<file path="src/verilog/hps_link_settings.svh">
`ifndef HPS_LINK_SETTINGS_SVH
`define HPS_LINK_SETTINGS_SVH

// host bus word
`define HPS_WORD_W     16

// user-I/O register widths
`define JOY_W          32
`define STATUS_W       64
`define STATUS_WORDS   4
`define WORD_IDX_W     6
`define STATUS_TAG     4'hA
`define PS2_SKIP_MARK  8'hFF

// download port
`define IOCTL_ADDR_W   27
`define IOCTL_DATA_W   8

`endif
</file>
<file path="src/verilog/hps_link_pkg.sv">
`default_nettype none

package hps_link_pkg;

	////////////////////////////////////////////////////////////
	// user-I/O command bytes, low byte of the first word
	////////////////////////////////////////////////////////////
	typedef enum logic [7:0] {
		UIO_NONE       = 8'h00,
		UIO_JOY0       = 8'h02,
		UIO_JOY1       = 8'h03,
		UIO_KEYBOARD   = 8'h05,
		UIO_STATUS     = 8'h1E,
		UIO_STATUS_GET = 8'h29
	} uio_cmd_e;

	////////////////////////////////////////////////////////////
	// file-I/O command bytes
	////////////////////////////////////////////////////////////
	typedef enum logic [7:0] {
		FIO_FILE_TX     = 8'h53,
		FIO_FILE_TX_DAT = 8'h54,
		FIO_FILE_INDEX  = 8'h55
	} fio_cmd_e;

endpackage

`default_nettype wire

</file>
<file path="src/verilog/hps_link.sv">
`timescale 1ns/1ps
`default_nettype none
`include "hps_link_settings.svh"

module hps_link (
	input  wire                       clk_sys,
	input  wire                       reset,
	input  wire                       io_strobe,
	input  wire                       io_enable,
	input  wire                       fp_enable,
	input  wire [`HPS_WORD_W-1:0]     io_din,
	output logic [`HPS_WORD_W-1:0]    io_dout,
	input  wire [`STATUS_W-1:0]       status_in,
	input  wire                       status_set,
	output logic [`JOY_W-1:0]         joystick_0,
	output logic [`JOY_W-1:0]         joystick_1,
	output logic [`STATUS_W-1:0]      status,
	output logic [10:0]               ps2_key,
	output logic                      ioctl_download,
	output logic [15:0]               ioctl_index,
	output logic                      ioctl_wr,
	output logic [`IOCTL_ADDR_W-1:0]  ioctl_addr,
	output logic [`IOCTL_DATA_W-1:0]  ioctl_dout
);
	import hps_link_pkg::*;

	// user-I/O frame, shared by register and keyboard blocks
	wire                    cmd_strobe;
	wire                    data_strobe;
	wire                    frame_end;
	uio_cmd_e               cmd;
	wire [`WORD_IDX_W-1:0]  word_idx;
	wire [`HPS_WORD_W-1:0]  din;

	uio_frame u_uio_frame (
		.clk_sys, .reset, .io_strobe, .io_enable, .io_din,
		.cmd_strobe, .data_strobe, .frame_end, .cmd, .word_idx, .din
	);

	host_regs u_host_regs (
		.clk_sys, .reset, .cmd_strobe, .data_strobe, .frame_end, .cmd, .word_idx, .din,
		.status_in, .status_set, .joystick_0, .joystick_1, .status, .io_dout
	);

	ps2_key_decoder u_ps2_key_decoder (
		.clk_sys, .reset, .cmd_strobe, .data_strobe, .frame_end, .cmd, .din,
		.ps2_key
	);

	// file path decodes the raw bus itself
	file_loader u_file_loader (
		.clk_sys, .reset, .io_strobe, .fp_enable, .io_din,
		.ioctl_download, .ioctl_index, .ioctl_wr, .ioctl_addr, .ioctl_dout
	);

endmodule

`default_nettype wire

</file>
<file path="src/verilog/file_loader.sv">
`timescale 1ns/1ps
`default_nettype none
`include "hps_link_settings.svh"

module file_loader (
	input  wire                       clk_sys,
	input  wire                       reset,
	input  wire                       io_strobe,
	input  wire                       fp_enable,
	input  wire [`HPS_WORD_W-1:0]     io_din,
	output logic                      ioctl_download,
	output logic [15:0]               ioctl_index,
	output logic                      ioctl_wr,
	output logic [`IOCTL_ADDR_W-1:0]  ioctl_addr,
	output logic [`IOCTL_DATA_W-1:0]  ioctl_dout
);
	import hps_link_pkg::*;

	fio_cmd_e                fcmd;
	logic                    has_cmd;
	logic [1:0]              cnt;
	logic [`IOCTL_ADDR_W-1:0] addr;
	logic                    wr;

	always_ff @(posedge clk_sys) begin
		if (reset) begin
			has_cmd        <= 1'b0;
			cnt            <= '0;
			wr             <= 1'b0;
			ioctl_wr       <= 1'b0;
			ioctl_download <= 1'b0;
			ioctl_index    <= '0;
		end else begin
			// write pulse trails the data by one cycle
			ioctl_wr <= wr;
			wr       <= 1'b0;

			if (!fp_enable) begin
				has_cmd <= 1'b0;
			end else if (io_strobe) begin
				if (!has_cmd) begin
					fcmd    <= fio_cmd_e'(io_din[7:0]);
					has_cmd <= 1'b1;
					cnt     <= '0;
				end else begin
					case (fcmd)
						FIO_FILE_INDEX: ioctl_index <= io_din;

						FIO_FILE_TX: begin
							if (~&cnt)
								cnt <= cnt + 1'b1;
							case (cnt)
								2'd0: begin
									// nonzero starts, zero ends
									if (io_din[7:0] != 8'h00) begin
										addr           <= '0;
										ioctl_download <= 1'b1;
									end else begin
										if (ioctl_download)
											ioctl_addr <= addr;
										ioctl_download <= 1'b0;
									end
								end
								2'd1: addr[`HPS_WORD_W-1:0] <= io_din;
								2'd2: addr[`IOCTL_ADDR_W-1:`HPS_WORD_W] <=
									io_din[`IOCTL_ADDR_W-`HPS_WORD_W-1:0];
								default: ;
							endcase
						end

						FIO_FILE_TX_DAT: begin
							if (ioctl_download) begin
								ioctl_addr <= addr;
								ioctl_dout <= io_din[`IOCTL_DATA_W-1:0];
								wr         <= 1'b1;
								addr       <= addr + 1'b1;
							end
						end

						default: ;
					endcase
				end
			end
		end
	end

endmodule

`default_nettype wire

</file>
<file path="src/verilog/ps2_key_decoder.sv">
`timescale 1ns/1ps
`default_nettype none
`include "hps_link_settings.svh"

module ps2_key_decoder (
	input  wire                           clk_sys,
	input  wire                           reset,
	input  wire                           cmd_strobe,
	input  wire                           data_strobe,
	input  wire                           frame_end,
	input  wire hps_link_pkg::uio_cmd_e   cmd,
	input  wire        [`HPS_WORD_W-1:0]  din,
	output logic       [10:0]             ps2_key
);
	import hps_link_pkg::*;

	logic [31:0] key_raw;
	logic        kbd_frame;
	logic        skip;
	logic        pressed;
	logic        extended;

	// newest byte in [7:0], F0 break code just before it
	assign pressed  = (key_raw[15:8] != 8'hF0);
	assign extended = pressed ? (key_raw[15:8] == 8'hE0) : (key_raw[23:16] == 8'hE0);

	always_ff @(posedge clk_sys) begin
		if (reset) begin
			kbd_frame <= 1'b0;
			skip      <= 1'b0;
			ps2_key   <= '0;
		end else begin
			if (cmd_strobe) begin
				kbd_frame <= (cmd == UIO_KEYBOARD);
				skip      <= 1'b0;
			end else if (data_strobe && kbd_frame) begin
				// marked word poisons the rest of the frame
				if (din[15:8] == `PS2_SKIP_MARK)
					skip <= 1'b1;
			end

			if (frame_end) begin
				kbd_frame <= 1'b0;
				if (kbd_frame && !skip)
					ps2_key <= {~ps2_key[10], pressed, extended, key_raw[7:0]};
			end
		end
	end

	// raw byte history
	always_ff @(posedge clk_sys) begin
		if (cmd_strobe && cmd == UIO_KEYBOARD)
			key_raw <= '0;
		else if (data_strobe && kbd_frame && !skip && din[15:8] != `PS2_SKIP_MARK)
			key_raw <= {key_raw[23:0], din[7:0]};
	end

endmodule

`default_nettype wire

</file>
<file path="src/verilog/host_regs.sv">
`timescale 1ns/1ps
`default_nettype none
`include "hps_link_settings.svh"

module host_regs (
	input  wire                           clk_sys,
	input  wire                           reset,
	input  wire                           cmd_strobe,
	input  wire                           data_strobe,
	input  wire                           frame_end,
	input  wire hps_link_pkg::uio_cmd_e   cmd,
	input  wire        [`WORD_IDX_W-1:0]  word_idx,
	input  wire        [`HPS_WORD_W-1:0]  din,
	input  wire        [`STATUS_W-1:0]    status_in,
	input  wire                           status_set,
	output logic       [`JOY_W-1:0]       joystick_0,
	output logic       [`JOY_W-1:0]       joystick_1,
	output logic       [`STATUS_W-1:0]    status,
	output logic       [`HPS_WORD_W-1:0]  io_dout
);
	import hps_link_pkg::*;

	logic                 status_set_q;
	logic [3:0]           stflg;
	logic [`STATUS_W-1:0] status_req;
	logic [1:0]           part;
	logic                 part_ok;

	// status words 1..4 map to 16-bit slices from the bottom
	assign part    = word_idx[1:0] - 2'd1;
	assign part_ok = (word_idx != '0) && (word_idx <= `STATUS_WORDS);

	////////////////////////////////////////////////////////////
	// status-set requests from the core
	////////////////////////////////////////////////////////////
	always_ff @(posedge clk_sys) begin
		if (reset) begin
			status_set_q <= 1'b0;
			stflg        <= '0;
		end else begin
			status_set_q <= status_set;
			if (status_set && !status_set_q)
				stflg <= stflg + 1'b1;
		end
	end

	always_ff @(posedge clk_sys) begin
		if (status_set && !status_set_q)
			status_req <= status_in;
	end

	////////////////////////////////////////////////////////////
	// host writes and read response
	////////////////////////////////////////////////////////////
	always_ff @(posedge clk_sys) begin
		if (reset) begin
			joystick_0 <= '0;
			joystick_1 <= '0;
			status     <= '0;
			io_dout    <= '0;
		end else begin
			if (frame_end || cmd_strobe || data_strobe)
				io_dout <= '0;

			// counter tag answered on the command word itself
			if (cmd_strobe && cmd == UIO_STATUS_GET)
				io_dout <= {{(`HPS_WORD_W-8){1'b0}}, `STATUS_TAG, stflg};

			if (data_strobe) begin
				case (cmd)
					UIO_JOY0: begin
						if (word_idx == 1)
							joystick_0[`HPS_WORD_W-1:0] <= din;
						else if (word_idx == 2)
							joystick_0[`JOY_W-1:`HPS_WORD_W] <= din;
					end
					UIO_JOY1: begin
						if (word_idx == 1)
							joystick_1[`HPS_WORD_W-1:0] <= din;
						else if (word_idx == 2)
							joystick_1[`JOY_W-1:`HPS_WORD_W] <= din;
					end
					UIO_STATUS: if (part_ok) status[{part, 4'b0000} +: `HPS_WORD_W] <= din;
					UIO_STATUS_GET: if (part_ok) io_dout <= status_req[{part, 4'b0000} +: `HPS_WORD_W];
					default: ;
				endcase
			end
		end
	end

endmodule

`default_nettype wire

</file>
<file path="src/verilog/uio_frame.sv">
`timescale 1ns/1ps
`default_nettype none
`include "hps_link_settings.svh"

module uio_frame (
	input  wire                           clk_sys,
	input  wire                           reset,
	input  wire                           io_strobe,
	input  wire                           io_enable,
	input  wire        [`HPS_WORD_W-1:0]  io_din,
	output logic                          cmd_strobe,
	output logic                          data_strobe,
	output logic                          frame_end,
	output hps_link_pkg::uio_cmd_e        cmd,
	output logic       [`WORD_IDX_W-1:0]  word_idx,
	output logic       [`HPS_WORD_W-1:0]  din
);
	import hps_link_pkg::*;

	logic enable_q;
	logic has_cmd;

	always_ff @(posedge clk_sys) begin
		if (reset) begin
			enable_q    <= 1'b0;
			has_cmd     <= 1'b0;
			cmd         <= UIO_NONE;
			word_idx    <= '0;
			cmd_strobe  <= 1'b0;
			data_strobe <= 1'b0;
			frame_end   <= 1'b0;
		end else begin
			enable_q    <= io_enable;
			frame_end   <= enable_q & ~io_enable;
			cmd_strobe  <= 1'b0;
			data_strobe <= 1'b0;

			// end of frame, drop the command
			if (enable_q && !io_enable) begin
				has_cmd  <= 1'b0;
				cmd      <= UIO_NONE;
				word_idx <= '0;
			end else if (io_enable && io_strobe) begin
				if (!has_cmd) begin
					has_cmd    <= 1'b1;
					cmd        <= uio_cmd_e'(io_din[7:0]);
					cmd_strobe <= 1'b1;
				end else begin
					// index sticks at all ones on long frames
					if (~&word_idx)
						word_idx <= word_idx + 1'b1;
					data_strobe <= 1'b1;
				end
			end
		end
	end

	// word follows the strobes by one cycle
	always_ff @(posedge clk_sys) begin
		if (io_strobe)
			din <= io_din;
	end

endmodule

`default_nettype wire

</file>
<file path="config.mk">
export PLATFORM = sky130hd
export DESIGN_NAME = hps_link
export DESIGN_NICKNAME = d
export VERILOG_FILES = /design/src/verilog/hps_link_pkg.sv /design/src/verilog/hps_link.sv /design/src/verilog/file_loader.sv /design/src/verilog/ps2_key_decoder.sv /design/src/verilog/host_regs.sv /design/src/verilog/uio_frame.sv
export VERILOG_INCLUDE_DIRS = /design/src /design/src/verilog
export SDC_FILE = /design/constraint.sdc
export NUM_CORES = 1
export LEC_CHECK = 0
export ABC_AREA = 1
export ABC_CLOCK_PERIOD_IN_PS = 4400
export BUFFER_PORTS_ARGS = -buffer_cell sky130_fd_sc_hd__buf_2
export CAP_MARGIN = 20
export CORE_ASPECT_RATIO = 0.7
export CORE_UTILIZATION = 25
export CTS_CLUSTER_SIZE = 28
export DETAILED_ROUTE_END_ITERATION = 12
export PLACE_DENSITY = 0.47
export SETUP_SLACK_MARGIN = 0.15
export SLEW_MARGIN = 20
export SYNTH_ARGS = -nofsm -noshare
export SYNTH_HDL_FRONTEND = slang
export SYNTH_HIERARCHICAL = 1
export SYNTH_SLANG_ARGS = --single-unit
export TNS_END_PERCENT = 50
</file>
<file path="constraint.sdc">
create_clock -name clk_sys -period 4.4 [get_ports clk_sys]
set_clock_uncertainty 0.1 [all_clocks]
set_input_delay 0.22 -clock clk_sys [delete_from_list [all_inputs] [get_ports clk_sys]]
set_output_delay 0.22 -clock clk_sys [all_outputs]
set_load 0.02 [all_outputs]
</file>
* Yosys cells after proc, flatten, opt, wreduce, memory -nomap -nowiden
Cells that the tools add are included.
** Storage, ports and cells
- Register bits :: 377
- Input bits :: 86
- Word-level logic and storage cells :: 146
** Cells by class
- $add $sub $neg :: 6
- Magnitude comparators :: 1
- Eq/ne operators :: 25
- Shift operators :: 3
- Reductions and logical operators :: 44
- Multiplexer cells :: 23
- Bitwise gates (word level) :: 12
** Operators with widths (number)
- $mux 27 :: 5
- $pmux 27 s2 :: 2
- $mux 16 :: 5
- $bwmux 64 :: 1
- $shift 16x8->64 const A :: 1
- $shiftx 16x8->64 :: 1
- $shiftx 64x7->16 :: 1
- $pmux 16 s2 :: 1
- $add 27x1->27 const B :: 1
- $eq 8x7->1 const B :: 3
- $eq 8x8->1 const B :: 3
- $pmux 11 s2 :: 1
- $reduce_and 4->1 :: 5
- $eq 8x2->1 const B :: 2
- $ne 8x8->1 const B :: 2
- $reduce_and 8->1 :: 2
- $reduce_and 3->1 :: 4
- $reduce_and 6->1 :: 2
- $not 1->1 :: 11
- $logic_and 1x1->1 :: 10
- $eq 8x3->1 const B :: 1
- $eq 8x5->1 const B :: 1
- $eq 8x6->1 const B :: 1
- $neg 6->8 :: 1
- other kinds (28) :: 47

* Depth between registers and ports, before layout
- Depth after elaboration :: 7
- Gate-level depth with buffers :: 13

* Cells and area by module
The synthesis kept the hierarchy.
** By module, submodules not included
- host_regs :: cells each 1248, area each 9237.6 µm², times used 1
- file_loader :: cells each 454, area each 4217.8 µm², times used 1
- ps2_key_decoder :: cells each 199, area each 1501.4 µm², times used 1
- uio_frame :: cells each 120, area each 1257.5 µm², times used 1

* Worst setup path after synthesis
OpenSTA, ideal clock, no wires.
- Kind :: input to register
- Start point :: input port status_set
- End point :: register u_host_regs.stflg[3]
- Path slack :: 397 ps
- Arrival :: 3771 ps
- Path buffers :: 0
- Cell stages on the path :: 6
- Data required time :: 4168 ps
- Cells stage by stage :: inv_1 -> nor2_1 -> nand2_1 -> nor2_1 -> and3_1 -> nor3_1
** On the way
- Longest elaborated chain between the ends :: 1
** RTL lines
- from (decl) :: line hps_link.sv:14 : input wire status_set,
- $logic_and 1x1->1 :: line host_regs.sv:42 : if (status_set && !status_set_q)
- to (signal assigned) :: line host_regs.sv:43 : stflg <= stflg + 1'b1;
- to (decl) :: line host_regs.sv:24 : logic [3:0] stflg;
No other way between the ends.
A chain may end at the register's enable or synchronous reset.

* Worst setup path after layout
- Start point :: register u_uio_frame.word_idx[1]
- End point :: register u_host_regs.status[20]
** On the way
- Longest elaborated chain between the ends :: 4
** RTL lines
- from (decl) :: line uio_frame.sv:15 : output logic [`WORD_IDX_W-1:0] word_idx,
- from (signal assigned) :: line uio_frame.sv:51 : word_idx <= word_idx + 1'b1;
- $sub 2x1->2 :: line host_regs.sv:30 : assign part = word_idx[1:0] - 2'd1;
- $neg 6->8 :: line host_regs.sv:83 : UIO_STATUS: if (part_ok) status[{part, 4'b0000} +: `HPS_WORD_W] <= din;
- $shiftx 16x8->64 or $shift 16x8->64 (tied branches) :: line host_regs.sv:83
- $bwmux 64 :: line host_regs.sv:83
- to (signal, indexed assignment) :: line host_regs.sv:83
- to (decl) :: line host_regs.sv:18 : output logic [`STATUS_W-1:0] status,
Parallel ways exist; a longest one is shown, timed or not.

==> results.md <==
* Critical Path Fanout Max at 16
* Final RePlAce weighted congestion at 0.810
* # IOs at between 200 and 300
* TNS Setup at 0 ns
* Startpoint Class: flop
* Met2 WL post-DR at approximately 23 mm
* Critical path's largest stage delay at roughly 0.7 ns
* Wire length of the first global-routing pass at between 80 and 90 mm
* H-Tree Depth at 2
* Final setup violation count at 0
* TritonCTS Buffers at 43
* Worst Tran Pin Value at 1.05 ns
* Critical path endpoint category: flop
* Worst-path clk slew at 0.06 ns
* Initial Util at about a quarter
* Simple-gate share of the synthesized area at between 20% and 30%
* Clk sink count at ~380
* Hold path endpoint: u_uio_frame/din[0]$_DFFE_PP_
* Post-synthesis cell type count at 39
* DRC viols at 0
* Worst vdd ir at 0.246 mV
* Num rows at 77
* Final #Nets at about 2500
* Largest net degree at the start of global routing at 82
* Reg2reg setup slack at 1.36 ns
* Crit path arrival time at around 3.5 ns
* FF-to-FF End: u_host_regs/status[20]$_SDFFE_PP0P_
* Remaining global-route overflow at 0
* Max-slew violations at 0
* Fin crit share at ~69%
* Primary FF master, synth: dfxtp_1
* Peak Freq at between 300 and 400 MHz
* Share of layout cells above drive strength 1 at a little under a fifth
* DR top layer: met4
* Fin crit period at 3.04 ns
* Pwr dens at 385 nW/um2
* Avg Cell Area, Syn at 8.02 um2
* Largest family of logic cells by synthesized area: simple AND/OR/NAND/NOR gates
* Resize count post-CTS at 0
* Cell Area, Synth at between 15000 and 20000 um2
* Crit-path slowest cell: ha_1
* Met3 routed WL at 4.43 mm
* Max-cap violations at 0
* Seq cells post-synth at between 300 and 400
* Post-synthesis to final-layout area growth at 28.4%
* Die Y at roughly 220 um
* Slew headroom at around 30%
* Synth Area in Compound Gates at 5.99%
* Hold Startpoint: io_strobe
* Synthesized-area fraction occupied by adder cells at less than 1%
* Vias per cell at 4.40
* Hold path cells at 1
* Port Buf Inserts at 293
* WHS at 0.0894 ns
* N_diodes at 0
* Wire length on met1 at about 27 mm
* Routed WL at between 50 and 60 mm
* Worst r2r src: u_uio_frame/word_idx[1]$_SDFFE_PP0P_
* XOR/XNOR Fraction of Synth Area at less than 1%
* Wire length per cell at roughly 17 um
* Leak pwr at ~9.6 nW
* Reg2reg path depth at 8
* HP Class: primary input to flop
* DR pass1 iterations at 7
* Root Buffer: clkbuf_16
* Setup Crit Path Kind: flop to flop
* ANT nets after route at 0
* Total vias in the final route at 14263
* Unrepaired setup endpoints after global routing: false
* TritonCTS clock tree: done
* EDFF count, synth at 150
* Seq/Total Area, Yosys at 55.8%
* DP HPWL at about 39 mm
* Cells along the critical path: inv_1, ha_1, inv_2, nor2_2, inv_2, nor3_1, nor2_1, nor2_1
* Final hold violation count at 0
* Post-synthesis mux area share at 0%
* Syn_nets at roughly 2100
* All-Layer GR Usage at between 10% and 20%
* DRT iter0 DRCs at 1127
* Async set or reset register ratio after synthesis at 0%
* CTS Buffer Depth at 3
* Setup Buffers After CTS at 0
* Synthesis warning total at 6
* Clock Latency Late Sink at slightly below 0.6 ns
* Status: finished, final reports clean
* Initial antenna violation count at 0
* Number of global-route vias before repair at 13373
* WP data required at roughly 4.8 ns
* Core area at about 64000 um2
* Synthesized instance count at between 2000 and 2500
* Die area at 65900 um2
* Die width at about 300 um
how the worst max path moves through the flow:
stage	slack [ns]	depth (start not counted)	end	startpoint
5_1_grt	1.14	8	u_host_regs/status[24]$_SDFFE_PP0P_	u_uio_frame/word_idx[1]$_SDFFE_PP0P_
4_1_cts	1.35	8	u_host_regs/status[20]$_SDFFE_PP0P_	u_uio_frame/word_idx[1]$_SDFFE_PP0P_
6_report	1.36	8	u_host_regs/status[20]$_SDFFE_PP0P_	u_uio_frame/word_idx[1]$_SDFFE_PP0P_
3_3_place_gp	1.48	8	u_host_regs/status[29]$_SDFFE_PP0P_	u_uio_frame/word_idx[1]$_SDFFE_PP0P_
3_5_place_dp	1.38	8	u_host_regs/status[23]$_SDFFE_PP0P_	u_uio_frame/word_idx[1]$_SDFFE_PP0P_
2_1_floorplan	0.40	6	u_host_regs/stflg[3]$_SDFFE_PP0P_	status_set
registers in the layout (all words and copies together) (netlist names), 24 cells and up:
signal,cells
u_host_regs/status,64
u_file_loader/addr,27
u_ps2_key_decoder/key_raw,24
u_host_regs/joystick_1,32
u_host_regs/joystick_0,32
u_host_regs/status_req,64
u_file_loader/ioctl_addr,27
worst max-delay path: cells and delay by family (launching register included):
family                     cells  cell delay, ns
DFF                            1            0.42
buffers and inverters          3            0.72
adders and majority gates      1            0.70
and+or+nand+nor                4            1.01
cell usage after synthesis (2+ instances only):
library cell / instances / share of area, %
dfxtp_1: 227 / 28
nand2_1: 462 / 11
clkinv_2: 2 / 0.062
edfxtp_1: 150 / 28
o21bai_1: 3 / 0.14
xor2_1: 4 / 0.22
o21ai_0: 76 / 2.3
nor2_4: 6 / 0.42
buf_2: 22 / 0.68
nor2_1: 439 / 10
nand3_2: 3 / 0.19
clkbuf_1: 46 / 1.1
a21oi_1: 69 / 2.1
xnor2_1: 3 / 0.16
ha_1: 12 / 0.93
nor4_1: 2 / 0.077
nand2_4: 3 / 0.21
nand3b_1: 3 / 0.14
inv_1: 225 / 5.2
o211ai_1: 7 / 0.32
nand3_1: 103 / 3.2
buf_4: 8 / 0.37
nor2_2: 6 / 0.23
inv_2: 9 / 0.21
nand3_4: 3 / 0.32
nand4_1: 26 / 1.0
nor3_1: 37 / 1.1
nand2_2: 5 / 0.19
or2_2: 11 / 0.42
o21ai_1: 34 / 1.0
buf_6: 7 / 0.49
power breakdown:
part,switching (mW),internal (mW)
registers,0.0682,3.69
logic,0.250,0.142
clock network,1.55,2.32
total,1.86,6.15
stage by stage:
step	total power, mW	area, um2	setup slack [ns]	instances	util (%)
after floorplan	3.98	16200	0.397	2021	-
after global placement	4.17	18500	1.48	3078	29.0
after detailed placement	4.17	18500	1.38	3078	29.0
after CTS	8.13	20800	1.35	3241	32.7
after global routing	8.32	20800	1.14	3241	32.7
final	8.02	20800	1.36	3241	32.7
layout by cell type, fill, tap and decap left out, types with 10 or more instances in the layout:
master,synthesis,routed
o21ai_1,34,34
a21oi_1,69,69
or2_2,11,11
nand3_1,103,103
clkbuf_1,46,10
ha_1,12,12
nand4_1,26,26
dlygate4sd3_1,0,83
nor3_1,37,34
nor2_1,439,437
clkbuf_16,0,43
buf_2,22,293
o21ai_0,76,76
buf_4,8,20
inv_1,225,224
dfxtp_1,227,226
nand2_1,462,462
edfxtp_1,150,150
layer usage:
| metal | global-route usage, % | vias up |
|---|---|---|
| met5 | 0 | - |
| met4 | 4.87 | 0 |
| met3 | 4.86 | 81 |
| met2 | 24.1 | 423 |
| met1 | 23.4 | 6654 |
| li1 | - | 7105 |
cell type report:
cell class,count,area [um2]
multi-input cells,1322,5880
well taps,829,1040
clock inverters,18,277
clock buffers,62,1230
inverters,237,895
flip-flops and latches,377,9050
repair buffers,396,2450
fillers,6697,42800
what timing repair did:
action                     in CTS  in global routing
hold endpoints to repair      129                  0
setup endpoints to repair       0                  0
hold buffers                   83                  0
cells by family (layout without fill, tap and decap cells):
group                      after synthesis  after routing
adders and majority gates               12             12
and+or+nand+nor                       1114           1114
AOI/OAI and AO/OA                      189            189
buffers and inverters                  322            713
xor gates and xnor gates                 7              7
DFF                                    377            377
No activity file was read; power rests on OpenSTA's default activity.
